===== config.mk =====
export PLATFORM = sky130hd
export DESIGN_NAME = cpu
export DESIGN_NICKNAME = d
export VERILOG_FILES = /design/src/verilog/cpu_pkg.sv /design/src/verilog/cpu_alu.sv /design/src/verilog/cpu_decoder.sv /design/src/verilog/cpu_regfile.sv /design/src/verilog/cpu_wb_bus.sv /design/src/verilog/cpu_control.sv /design/src/verilog/cpu.sv
export SDC_FILE = /design/constraint.sdc
export NUM_CORES = 2
export LEC_CHECK = 0
export BUFFER_PORTS_ARGS = -buffer_cell sky130_fd_sc_hd__buf_4
export CAP_MARGIN = 25
export CORE_AREA = 8 8 471 381
export CTS_CLUSTER_DIAMETER = 150
export DETAILED_ROUTE_END_ITERATION = 10
export DIE_AREA = 0 0 479 389
export PLACE_DENSITY = 0.54
export SYNTH_ARGS = -nofsm -noshare
export SYNTH_HDL_FRONTEND = slang
export SYNTH_SLANG_ARGS = --single-unit

===== constraint.sdc =====
create_clock -name clk -period 7.9 [get_ports clk]
set_input_delay 0.79 -clock clk [delete_from_list [all_inputs] [get_ports clk]]
set_output_delay 0.79 -clock clk [all_outputs]
set_load 0.005 [all_outputs]

===== src/verilog/cpu_pkg.sv =====
`default_nettype none

package cpu_pkg;

    localparam int xlen = 32;
    localparam int reg_addr_width = 5;

    // instruction length in bytes
    localparam int instr_len = 4;

    typedef logic [xlen-1:0] word_t;
    typedef logic [reg_addr_width-1:0] reg_idx_t;

    // major opcodes, instruction bits 6:2
    typedef enum logic [4:0] {
        load     = 5'b00000,
        misc_mem = 5'b00011,
        op_imm   = 5'b00100,
        auipc    = 5'b00101,
        store    = 5'b01000,
        op       = 5'b01100,
        lui      = 5'b01101,
        branch   = 5'b11000,
        jalr     = 5'b11001,
        jal      = 5'b11011
    } opcode_e;

    typedef enum logic [3:0] {
        alu_add,
        alu_sub,
        alu_sll,
        alu_slt,
        alu_sltu,
        alu_xor,
        alu_srl,
        alu_sra,
        alu_or,
        alu_and
    } alu_op_e;

    typedef enum logic [2:0] {
        st_reset,
        st_fetch,
        st_decode,
        st_exec,
        st_load,
        st_store,
        st_branch
    } state_e;

    // branch conditions
    localparam logic [2:0] f3_beq  = 3'b000;
    localparam logic [2:0] f3_bne  = 3'b001;
    localparam logic [2:0] f3_blt  = 3'b100;
    localparam logic [2:0] f3_bge  = 3'b101;
    localparam logic [2:0] f3_bltu = 3'b110;
    localparam logic [2:0] f3_bgeu = 3'b111;

    // alu groups, shared by op and op_imm
    localparam logic [2:0] f3_add_sub = 3'b000;
    localparam logic [2:0] f3_sll     = 3'b001;
    localparam logic [2:0] f3_slt     = 3'b010;
    localparam logic [2:0] f3_sltu    = 3'b011;
    localparam logic [2:0] f3_xor     = 3'b100;
    localparam logic [2:0] f3_srl_sra = 3'b101;
    localparam logic [2:0] f3_or      = 3'b110;
    localparam logic [2:0] f3_and     = 3'b111;

    // lw and sw
    localparam logic [2:0] f3_word = 3'b010;

    // bit inside funct7 that picks sub and sra
    localparam int funct7_alt_bit = 5;

endpackage

`default_nettype wire


===== src/verilog/cpu_alu.sv =====
`timescale 1ns/1ps
`default_nettype none

module cpu_alu (
    input  logic              clk,
    input  logic              reset,
    input  logic              en,
    input  cpu_pkg::alu_op_e  op,
    input  cpu_pkg::word_t    a,
    input  cpu_pkg::word_t    b,
    output cpu_pkg::word_t    result,
    output logic              lt,
    output logic              ltu,
    output logic              eq
);
    import cpu_pkg::*;

    word_t      calc;
    logic [4:0] shamt;
    logic       signed_lt;
    logic       unsigned_lt;

    assign shamt = b[4:0];
    assign signed_lt = $signed(a) < $signed(b);
    assign unsigned_lt = a < b;

    always_comb begin
        case (op)
            alu_add:  calc = a + b;
            alu_sub:  calc = a - b;
            alu_sll:  calc = a << shamt;
            alu_slt:  calc = {{(xlen-1){1'b0}}, signed_lt};
            alu_sltu: calc = {{(xlen-1){1'b0}}, unsigned_lt};
            alu_xor:  calc = a ^ b;
            alu_srl:  calc = a >> shamt;
            alu_sra:  calc = $signed(a) >>> shamt;
            alu_or:   calc = a | b;
            alu_and:  calc = a & b;
            default:  calc = a + b;
        endcase
    end

    // result and flags hold until the next en
    always_ff @(posedge clk) begin
        if (reset) begin
            result <= '0;
            lt <= 1'b0;
            ltu <= 1'b0;
            eq <= 1'b0;
        end else if (en) begin
            result <= calc;
            lt <= signed_lt;
            ltu <= unsigned_lt;
            eq <= (a == b);
        end
    end

endmodule

`default_nettype wire


===== src/verilog/cpu_decoder.sv =====
`timescale 1ns/1ps
`default_nettype none

module cpu_decoder (
    input  logic              clk,
    input  logic              en,
    input  cpu_pkg::word_t    instr,
    output cpu_pkg::reg_idx_t rs1,
    output cpu_pkg::reg_idx_t rs2,
    output cpu_pkg::reg_idx_t rd,
    output cpu_pkg::word_t    imm,
    output cpu_pkg::opcode_e  opcode,
    output logic [2:0]        funct3,
    output logic              funct7_alt
);
    import cpu_pkg::*;

    opcode_e dec_op;
    word_t   imm_next;

    // codes outside the enum fall through as a no-op in control
    assign dec_op = opcode_e'(instr[6:2]);

    always_comb begin
        case (dec_op)
            store: begin
                imm_next = {{20{instr[31]}}, instr[31:25], instr[11:7]};
            end
            branch: begin
                imm_next = {{19{instr[31]}}, instr[31], instr[7], instr[30:25],
                            instr[11:8], 1'b0};
            end
            lui, auipc: begin
                imm_next = {instr[31:12], 12'b0};
            end
            jal: begin
                imm_next = {{11{instr[31]}}, instr[31], instr[19:12], instr[20],
                            instr[30:21], 1'b0};
            end
            // I-type for op_imm, load, jalr and the rest
            default: begin
                imm_next = {{20{instr[31]}}, instr[31:20]};
            end
        endcase
    end

    always_ff @(posedge clk) begin
        if (en) begin
            rs1 <= instr[19:15];
            rs2 <= instr[24:20];
            rd <= instr[11:7];
            imm <= imm_next;
            opcode <= dec_op;
            funct3 <= instr[14:12];
            funct7_alt <= instr[25 + funct7_alt_bit];
        end
    end

endmodule

`default_nettype wire


===== src/verilog/cpu_regfile.sv =====
`timescale 1ns/1ps
`default_nettype none

module cpu_regfile (
    input  logic              clk,
    input  logic              re,
    input  logic              we,
    input  cpu_pkg::reg_idx_t rs1,
    input  cpu_pkg::reg_idx_t rs2,
    input  cpu_pkg::reg_idx_t rd,
    input  cpu_pkg::word_t    wdata,
    output cpu_pkg::word_t    rdata1,
    output cpu_pkg::word_t    rdata2
);
    import cpu_pkg::*;

    // x0 has no storage
    word_t regs [1:31];

    always_ff @(posedge clk) begin
        if (we && rd != '0) begin
            regs[rd] <= wdata;
        end
        if (re) begin
            rdata1 <= (rs1 == '0) ? '0 : regs[rs1];
            rdata2 <= (rs2 == '0) ? '0 : regs[rs2];
        end
    end

endmodule

`default_nettype wire


===== src/verilog/cpu_wb_bus.sv =====
`timescale 1ns/1ps
`default_nettype none

module cpu_wb_bus (
    input  logic           clk,
    input  logic           reset,
    input  logic           en,
    input  logic           we_req,
    input  cpu_pkg::word_t addr,
    input  cpu_pkg::word_t wdata,
    output cpu_pkg::word_t rdata,
    output logic           busy,
    input  logic           ack,
    input  cpu_pkg::word_t dat_r,
    output logic           cyc,
    output logic           stb,
    output logic           we,
    output cpu_pkg::word_t adr,
    output cpu_pkg::word_t dat_w
);

    // high for the one cycle after ack
    logic done;

    always_ff @(posedge clk) begin
        if (reset) begin
            cyc <= 1'b0;
            we <= 1'b0;
            done <= 1'b0;
        end else begin
            done <= cyc & ack;
            if (cyc) begin
                if (ack) begin
                    cyc <= 1'b0;
                    we <= 1'b0;
                end
            end else if (en) begin
                cyc <= 1'b1;
                we <= we_req;
            end
        end
    end

    // request held stable until ack
    always_ff @(posedge clk) begin
        if (!cyc && en) begin
            adr <= addr;
            dat_w <= wdata;
        end
        if (cyc && ack && !we) begin
            rdata <= dat_r;
        end
    end

    assign stb = cyc;
    assign busy = cyc | done;

endmodule

`default_nettype wire


===== src/verilog/cpu_control.sv =====
`timescale 1ns/1ps
`default_nettype none

module cpu_control #(
    parameter cpu_pkg::word_t reset_vector = '0
) (
    input  logic              clk,
    input  logic              reset,
    input  logic              bus_busy,
    input  cpu_pkg::word_t    bus_rdata,
    output logic              bus_en,
    output logic              bus_we,
    output cpu_pkg::word_t    bus_addr,
    output logic              dec_en,
    output cpu_pkg::word_t    instr,
    input  cpu_pkg::opcode_e  opcode,
    input  logic [2:0]        funct3,
    input  logic              funct7_alt,
    input  cpu_pkg::word_t    imm,
    output logic              reg_re,
    output logic              reg_we,
    output cpu_pkg::word_t    reg_wdata,
    input  cpu_pkg::word_t    rdata1,
    input  cpu_pkg::word_t    rdata2,
    output logic              alu_en,
    output cpu_pkg::alu_op_e  alu_op,
    output cpu_pkg::word_t    alu_a,
    output cpu_pkg::word_t    alu_b,
    input  cpu_pkg::word_t    alu_result,
    input  logic              lt,
    input  logic              ltu,
    input  logic              eq
);
    import cpu_pkg::*;

    state_e  state;
    word_t   pc;
    word_t   pc_next;
    word_t   pc_sel;
    word_t   fetch_pc;
    logic    nextpc_from_alu;
    logic    wb_from_alu;
    logic    wb_from_bus;
    logic    taken;
    alu_op_e arith_op;

    // decoder keeps its own copy once dec_en drops
    assign instr = bus_rdata;

    assign pc_sel = nextpc_from_alu ? alu_result : pc_next;
    assign fetch_pc = {pc_sel[xlen-1:2], 2'b00};

    always_comb begin
        case (funct3)
            f3_add_sub: arith_op = (opcode == op && funct7_alt) ? alu_sub : alu_add;
            f3_sll:     arith_op = alu_sll;
            f3_slt:     arith_op = alu_slt;
            f3_sltu:    arith_op = alu_sltu;
            f3_xor:     arith_op = alu_xor;
            f3_srl_sra: arith_op = funct7_alt ? alu_sra : alu_srl;
            f3_or:      arith_op = alu_or;
            default:    arith_op = alu_and;
        endcase
    end

    always_comb begin
        case (funct3)
            f3_beq:  taken = eq;
            f3_bne:  taken = !eq;
            f3_blt:  taken = lt;
            f3_bge:  taken = !lt;
            f3_bltu: taken = ltu;
            f3_bgeu: taken = !ltu;
            default: taken = 1'b0;
        endcase
    end

    // strobes and muxes per state
    always_comb begin
        bus_en = 1'b0;
        bus_we = 1'b0;
        bus_addr = alu_result;
        // keeps loading the decoder while the fetch completes
        dec_en = (state == st_decode);
        reg_re = 1'b0;
        reg_we = 1'b0;
        reg_wdata = alu_result;
        alu_en = 1'b0;
        alu_op = alu_add;
        alu_a = rdata1;
        alu_b = rdata2;
        if (!bus_busy) begin
            case (state)
                st_fetch: begin
                    bus_en = 1'b1;
                    bus_addr = fetch_pc;
                    // writeback of the previous instruction
                    reg_we = wb_from_alu | wb_from_bus;
                    if (wb_from_bus) begin
                        reg_wdata = bus_rdata;
                    end
                end
                st_decode: begin
                    reg_re = 1'b1;
                    // alu is idle, compute pc+4
                    alu_en = 1'b1;
                    alu_a = pc;
                    alu_b = word_t'(instr_len);
                end
                st_exec: begin
                    case (opcode)
                        op: begin
                            alu_en = 1'b1;
                            alu_op = arith_op;
                        end
                        op_imm: begin
                            alu_en = 1'b1;
                            alu_op = arith_op;
                            alu_b = imm;
                        end
                        load, store: begin
                            alu_en = 1'b1;
                            alu_b = imm;
                        end
                        jal, jalr: begin
                            // link value is the pc+4 from decode
                            reg_we = 1'b1;
                            alu_en = 1'b1;
                            alu_b = imm;
                            if (opcode == jal) begin
                                alu_a = pc;
                            end
                        end
                        branch: alu_en = 1'b1;
                        auipc: begin
                            alu_en = 1'b1;
                            alu_a = pc;
                            alu_b = imm;
                        end
                        lui: begin
                            reg_we = 1'b1;
                            reg_wdata = imm;
                        end
                        default: ;
                    endcase
                end
                st_load: bus_en = 1'b1;
                st_store: begin
                    bus_en = 1'b1;
                    bus_we = 1'b1;
                end
                st_branch: begin
                    // target in case the branch is taken
                    alu_en = 1'b1;
                    alu_a = pc;
                    alu_b = imm;
                end
                default: ;
            endcase
        end
    end

    always_ff @(posedge clk) begin
        if (reset) begin
            state <= st_reset;
            nextpc_from_alu <= 1'b0;
            wb_from_alu <= 1'b0;
            wb_from_bus <= 1'b0;
        end else if (!bus_busy) begin
            case (state)
                st_reset: state <= st_fetch;
                st_fetch: begin
                    wb_from_alu <= 1'b0;
                    wb_from_bus <= 1'b0;
                    state <= st_decode;
                end
                st_decode: begin
                    nextpc_from_alu <= 1'b0;
                    state <= st_exec;
                end
                st_exec: begin
                    state <= st_fetch;
                    case (opcode)
                        op, op_imm, auipc: wb_from_alu <= 1'b1;
                        load: state <= st_load;
                        store: state <= st_store;
                        branch: state <= st_branch;
                        jal, jalr: nextpc_from_alu <= 1'b1;
                        default: ;
                    endcase
                end
                st_load: begin
                    wb_from_bus <= 1'b1;
                    state <= st_fetch;
                end
                st_branch: begin
                    nextpc_from_alu <= taken;
                    state <= st_fetch;
                end
                default: state <= st_fetch;
            endcase
        end
    end

    always_ff @(posedge clk) begin
        if (!bus_busy) begin
            case (state)
                st_reset: pc_next <= reset_vector;
                st_fetch: pc <= fetch_pc;
                // alu holds pc+4 here
                st_exec: pc_next <= alu_result;
                default: ;
            endcase
        end
    end

endmodule

`default_nettype wire


===== src/verilog/cpu.sv =====
`timescale 1ns/1ps
`default_nettype none

module cpu #(
    parameter cpu_pkg::word_t reset_vector = '0
) (
    input  logic           clk,
    input  logic           reset,
    input  logic           ack,
    input  cpu_pkg::word_t dat_r,
    output logic           cyc,
    output logic           stb,
    output logic           we,
    output cpu_pkg::word_t adr,
    output cpu_pkg::word_t dat_w
);
    import cpu_pkg::*;

    logic     bus_en;
    logic     bus_we;
    logic     bus_busy;
    word_t    bus_addr;
    word_t    bus_rdata;
    logic     dec_en;
    word_t    instr;
    reg_idx_t rs1;
    reg_idx_t rs2;
    reg_idx_t rd;
    word_t    imm;
    opcode_e  opcode;
    logic [2:0] funct3;
    logic     funct7_alt;
    logic     reg_re;
    logic     reg_we;
    word_t    reg_wdata;
    word_t    rdata1;
    word_t    rdata2;
    logic     alu_en;
    alu_op_e  alu_op;
    word_t    alu_a;
    word_t    alu_b;
    word_t    alu_result;
    logic     lt;
    logic     ltu;
    logic     eq;

    cpu_control #(
        .reset_vector(reset_vector)
    ) i_control (
        .clk(clk), .reset(reset),
        .bus_busy(bus_busy), .bus_rdata(bus_rdata),
        .bus_en(bus_en), .bus_we(bus_we), .bus_addr(bus_addr),
        .dec_en(dec_en), .instr(instr), .opcode(opcode),
        .funct3(funct3), .funct7_alt(funct7_alt), .imm(imm),
        .reg_re(reg_re), .reg_we(reg_we), .reg_wdata(reg_wdata),
        .rdata1(rdata1), .rdata2(rdata2),
        .alu_en(alu_en), .alu_op(alu_op), .alu_a(alu_a), .alu_b(alu_b),
        .alu_result(alu_result), .lt(lt), .ltu(ltu), .eq(eq)
    );

    cpu_alu i_alu (
        .clk(clk), .reset(reset), .en(alu_en), .op(alu_op),
        .a(alu_a), .b(alu_b), .result(alu_result),
        .lt(lt), .ltu(ltu), .eq(eq)
    );

    cpu_decoder i_decoder (
        .clk(clk), .en(dec_en), .instr(instr),
        .rs1(rs1), .rs2(rs2), .rd(rd), .imm(imm),
        .opcode(opcode), .funct3(funct3), .funct7_alt(funct7_alt)
    );

    cpu_regfile i_regfile (
        .clk(clk), .re(reg_re), .we(reg_we),
        .rs1(rs1), .rs2(rs2), .rd(rd), .wdata(reg_wdata),
        .rdata1(rdata1), .rdata2(rdata2)
    );

    // store data comes straight from the second read port
    cpu_wb_bus i_wb_bus (
        .clk(clk), .reset(reset),
        .en(bus_en), .we_req(bus_we), .addr(bus_addr), .wdata(rdata2),
        .rdata(bus_rdata), .busy(bus_busy),
        .ack(ack), .dat_r(dat_r),
        .cyc(cyc), .stb(stb), .we(we), .adr(adr), .dat_w(dat_w)
    );

endmodule

`default_nettype wire


### Word-level counts from Yosys, hierarchy flattened

Memories as Yosys holds them, arrays and structs flattened. A register that Yosys moved wholly into a read port is not among the register bits.
Index checks and enable logic that the tools add are counted.

* add/sub/neg operators: 2
* multiply operators: 0
* divide/modulo/power cells: 0
* order comparisons: 2
* eq/ne operators: 39
* shifts and indexed selects: 3
* muxes and demuxes: 51
* bitwise gates (word level): 7
* reduce and logical (&&, ||, !) cells: 36

Operators with widths (number)
* $mux 32: 10
* $pmux 32 s9: 1
* $pmux 32 s2: 4
* $pmux 31 s4: 1
* $pmux 32 s3: 1
* $lt 32x32->1: 2
* $add 32x32->32: 1
* $and 32x32->32: 1
* $eq 32x32->1: 1
* $or 32x32->32: 1
* $shl 32x5->32: 1
* $shr 32x5->32: 1
* $sshr 32x5->32: 1
* $sub 32x32->32: 1
* $xor 32x32->32: 1
* $pmux 4 s7: 1
* $eq 5x4->1 const B: 5
* $eq 5x5->1 const B: 5
* $mux 1: 22
* $eq 3x3->1 const B: 7
* $pmux 3 s3: 2
* $eq 4x3->1 const B: 4
* $eq 5x3->1 const B: 3
* $logic_not 5->1: 3
* 25 further kinds: 60

* flip-flop bits (word level): 258
* latch bits: 0
* RAM bits: 992
* bits in read-only memories: 0
* input bits: 35
* logic and storage cells: 164
* memories kept: 1

Memories
* i_regfile.regs: words 31, bits a word 32, rd ports 2, clocked after memory_dff 2, wr ports 1, line cpu_regfile.sv:18 `word_t regs [1:31];`

### Logic depth before layout (Yosys ltp)

* depth after elaboration: 9
* mapped depth: 23
* gate-level depth less buffers: 18

### By module

From an unflattened synthesis, not the netlist that was laid out.

* cells, all modules: 4737
* area total of the unflattened synthesis: 68187.9 µm²

By module, submodules not included
* cpu_regfile: times used 1, cells an instance 2615, area an instance 48077.4 µm², seq. area each 31710.4 µm²
* cpu_alu: times used 1, cells an instance 1441, area an instance 10012.1 µm², seq. area each 700.7 µm²
* cpu_control: times used 1, cells an instance 453, area an instance 4956.0 µm², seq. area each 1921.8 µm²
* cpu_wb_bus: times used 1, cells an instance 110, area an instance 3014.1 µm², seq. area each 2942.8 µm²
* cpu_decoder: times used 1, cells an instance 118, area an instance 2128.3 µm², seq. area each 1681.6 µm²

### Worst setup path after synthesis

Ideal clock, no wire load.

* kind: flip-flop to flip-flop
* start point: reg i_wb_bus.cyc
* end point: reg i_regfile.rdata1[0] (read register of i_regfile.regs), enable pin
* library setup time: 565 ps
* arrival time: 5189 ps
* path slack: 2146 ps
* stages on the path, launching flop included: 4
* cell sequence: dfxtp_1 > or2_2 > buf_2 > nor3_1

* word-level cells in the longest chain between the ends: 2

RTL lines
* start, declared: line cpu_wb_bus.sv:15 `output logic cyc,`
* start signal, assigned: line cpu_wb_bus.sv:27 `cyc <= 1'b0;`
* start signal, assigned: line cpu_wb_bus.sv:34 `cyc <= 1'b0;`
* start signal, assigned: line cpu_wb_bus.sv:38 `cyc <= 1'b1;`
* $or 1x1->1: line cpu_wb_bus.sv:56 `assign busy = cyc | done;`
* $mux 1: line cpu_control.sv:92 `if (!bus_busy) begin`
* via i_control.reg_re: line cpu_control.sv:20 `output logic reg_re,`
* end, declared: line cpu_regfile.sv:12 `output cpu_pkg::word_t rdata1,`

The timed path passes the listed nets, and every way through them passes these cells.
A chain may end at the register's enable or synchronous reset.

### Worst setup path after layout

* start point: reg i_control.state[0]
* end point: reg i_alu.result[30]

* word-level cells in the longest chain between the ends: 6

RTL lines
* start, declared: line cpu_control.sv:36 `state_e state;`
* start signal, assigned: line cpu_control.sv:165 `state <= st_reset;`
* start signal, assigned: line cpu_control.sv:171 `st_reset: state <= st_fetch;`
* start signal, assigned: line cpu_control.sv:175 `state <= st_decode;`
* $eq 3x2->1 / $eq 3x3->1 (equally long branches): line cpu_control.sv:93 `case (state)`
* $reduce_or 2->1 (no source line)
* $pmux 32 s2: line cpu_control.sv:93
* $mux 32: line cpu_control.sv:92
* $add 32x32->32 (tied with other cells): line cpu_alu.sv:29, cpu_alu.sv:39
* $pmux 32 s9: line cpu_alu.sv:28 `case (op)`
* end signal, assigned: line cpu_alu.sv:51 `result <= calc;`
* end, declared: line cpu_alu.sv:11 `output cpu_pkg::word_t result,`

Several ways; a longest one is shown, not always the timed one.

==> reports/qor.yml <==
yosysSeqAreaShare_pct: 57.06
cellLeakagePower_nw: 25.54
wl_per_cell_um: 37.54
grt_pass1_wl_um: 364500
criticalPathCategory: "register to register"
viasPerCell: 6.553
dp_hpwl_um: 172900
postCtsSetupRepairBufs: 0
switchingPower_w: 0.006850
ctsRootBufferMaster: "clkbuf_16"
synth-compound-area-share_pct: 8.415
setup_slack_ns: 1.201
synth_top_area_cell: "edfxtp_1"
grt_pass1_vias: 44578
die_y_um: 389
htree_levels: 4
yosysTopAreaCellShare_pct: 55.77
drt-initial-drc-count: 6293
grt_overflow: 0
ctsResizeCount: 0
grt_max_degree: 113
io_buffers: 101
synth-main-ff-cell: "edfxtp_1"
rr_endpoint: "i_alu.result[30]$_SDFFE_PP0P_"
multi_input_area_sq_um: 27850
synth_common_cells: "1268 x edfxtp_1, 582 x mux4_2, 326 x nor2_1, 223 x nand2_1, 214 x clkbuf_1"
fmax_ghz: 0.1493
final.setup.tns_ns: 0
finalPower_w: 0.02053
core_sq_um: 172300
hold_end: "i_wb_bus.rdata[10]$_DFFE_PP_"
nFillCells: 15222
rsz0062_at_grt: "false"
gp_congestion: 1.021
layout.nets: 4723
hold_violations: 0
hold_path.class: "input pin to register"
clock-sinks: 1312
cts_buffers: 140
ant_nets: 0
ios: 102
yosysMostFrequentCell: "edfxtp_1"
min_period_over_period_pct: 84.80
syn_area_sq_um: 68280
hold_depth: 1
synthSimpleGateAreaFrac_pct: 6.038
worst_pin_slew_ns: 1.198
dp.cells: 6729
setup_viol: 0
crit-reg2reg-launch: "i_control.state[0]$_SDFFE_PP0N_"
cp-start-kind: "register"
drc: 0
synth_mux_area_share_pct: 23.51
power_density_nw_per_um2: 266.3
intPower_w: 0.01368
ctsHoldBuffers: 0
synth_edf_count: 1268
synth_top_family_by_area: "multiplexers"
swShare_pct: 33.37
drive_gt1_share_pct: 26.90
yosysUniqueCellTypes: 110
power_frac_comb_pct: 26.9
vias: 45870
rows: 137
drtPass1Iterations: 9
synth-seq-cells: 1312
clock_skew_ns: 0.03360
track_usage_pct: 27.56
r2r_setup_slack_ns: 1.20
syn_nets: 4646
post-place-ws_ns: 1.007
register_area_sq_um: 38960
synth_xor_area_share_pct: 0.3720
path_clk_slew_ns: 0.07
drt_wl_total_um: 262800
finalNonFillerCells: 7000
dieArea_sq_um: 186300
p_clk_share_pct: 31.8
post-route-util_pct: 44.74
worstPathMaxFanout: 34
chipWidth_um: 479
cts_tree: "done"
arrival_ns: 7.40
synth.area.top_cells: "edfxtp_1 56%, mux4_2 19%, mux2i_1 2.8%, nor2_1 1.8%, ha_1 1.8%"
async_reset_ff_share_pct: 0
reg2reg_depth: 20
synth_warnings: 0
worstPathRequired_ns: 8.60
peakVddDrop_mv: 0.2415
clock_path_buffers: 3
fin_crit_ns: 6.699
synthAdderAreaFrac_pct: 1.851
relSlewSlack_pct: 20.12
drv_cap: 0
area_growth_pct: 12.89
endpoint_kind: "register"
grt_antenna_before_repair: 9
seqPwrFrac_pct: 41.3
syn-instance-count: 4512
slew_viol_final: 0
clk_latency_ns: 0.78
status: "finished clean"
initial_core_util_pct: 39.63
hp-start: "dat_r[10]"
synth.avg_cell_area_sq_um: 15.13
==> cell families after synthesis <==
logic type | Yosys count
xor+xnor | 29
mux | 863
flops | 1312
fa+ha+maj | 100
simple gates | 888
compound gates | 854
buf+inv | 466
==> cells in the final DEF, fill, tap and decap left out, drive strengths merged, types with 44 or more instances in the layout <==
master	count
a211oi	47
dfxtp	44
a21oi	209
nor3	55
edfxtp	1268
ha	97
nand3	88
o21ai	186
clkinv	65
o211ai	50
inv	130
buf	276
nand2	226
clkbuf	166
nor2	328
mux4	582
mux2i	194
mux2	87
==> final cells by class <==
class	count	area share, %
Multi-Input combinational cell	2734	36.13
Clock inverter	86	0.9967
Inverter	124	0.6087
Tap cell	2293	3.722
Antenna cell	8	0.02597
Sequential cell	1312	50.54
Clock buffer	166	4.767
Timing Repair Buffer	277	3.211
==> per-layer routing <==
| layer | global-route usage [%] | part of all wire, % | up-vias |
|---|---|---|---|
| li1 | - | - | 18535 |
| met1 | 41.01 | 44 | 24363 |
| met2 | 39.85 | 43 | 2592 |
| met3 | 6.907 | 10 | 378 |
| met4 | 8.310 | 3.3 | 2 |
| met5 | 0 | 0.0080 | - |
==> registers in the layout, summed over array words and instances (netlist names), 30 cells and up <==
name,count
i_regfile.regs,992
i_alu.result,32
i_decoder.imm,32
i_regfile.rdata1,32
i_regfile.rdata2,32
i_wb_bus.adr,32
i_wb_bus.dat_w,32
i_wb_bus.rdata,32
i_control.pc,30
i_control.pc_next,30
==> worst max path at each step <==
stage / depth (start not counted) / end / from
2_1_floorplan: 3 / i_regfile.rdata1[0]$_SDFFCE_PN0P_ / i_wb_bus.cyc$_SDFF_PP0_
3_3_place_gp: 16 / i_alu.result[30]$_SDFFE_PP0P_ / i_control.state[0]$_SDFFE_PP0N_
3_5_place_dp: 16 / i_alu.result[30]$_SDFFE_PP0P_ / i_control.state[0]$_SDFFE_PP0N_
4_1_cts: 16 / i_alu.result[30]$_SDFFE_PP0P_ / i_control.state[0]$_SDFFE_PP0N_
5_1_grt: 20 / i_alu.result[30]$_SDFFE_PP0P_ / i_control.state[0]$_SDFFE_PP0N_
6_report: 20 / i_alu.result[30]$_SDFFE_PP0P_ / i_control.state[0]$_SDFFE_PP0N_
==> stage by stage <==
step	cell area (sq um)	hold WS, ns
after floorplan	68280	0.4195
after global placement	72180	0.4492
after detailed placement	72400	0.4465
after CTS	76850	0.1110
after global routing	77060	0.1364
final	77080	0.1873
==> power groups by stage <==
stage                     sequential (W)  combinational (W)  clock (W)
after floorplan                  0.00838            0.00342          0
after global placement           0.00863            0.00535          0
after detailed placement         0.00862            0.00533          0
after CTS                        0.00847            0.00535    0.00663
after global routing             0.00849            0.00578    0.00688
final                            0.00848            0.00553    0.00652
==> worst max-delay path, cell delays in order (launching register included) <==
cell       delay [ns]
dfxtp_1          0.87
and3b_1          0.33
buf_4            0.46
o211ai_2         0.54
nand2_2          0.54
and2_1           0.29
inv_1            0.08
ha_1             0.22
inv_1            0.08
fa_1             0.24
nand3b_1         0.13
a2111oi_0        0.71
o41a_1           0.42
nor4_1           0.11
buf_2            0.18
o31ai_1          0.40
nor2_1           0.13
o41ai_1          0.32
nor2_1           0.09
o311a_1          0.34
a21oi_1          0.13
(Power assumes the default switching activity.)
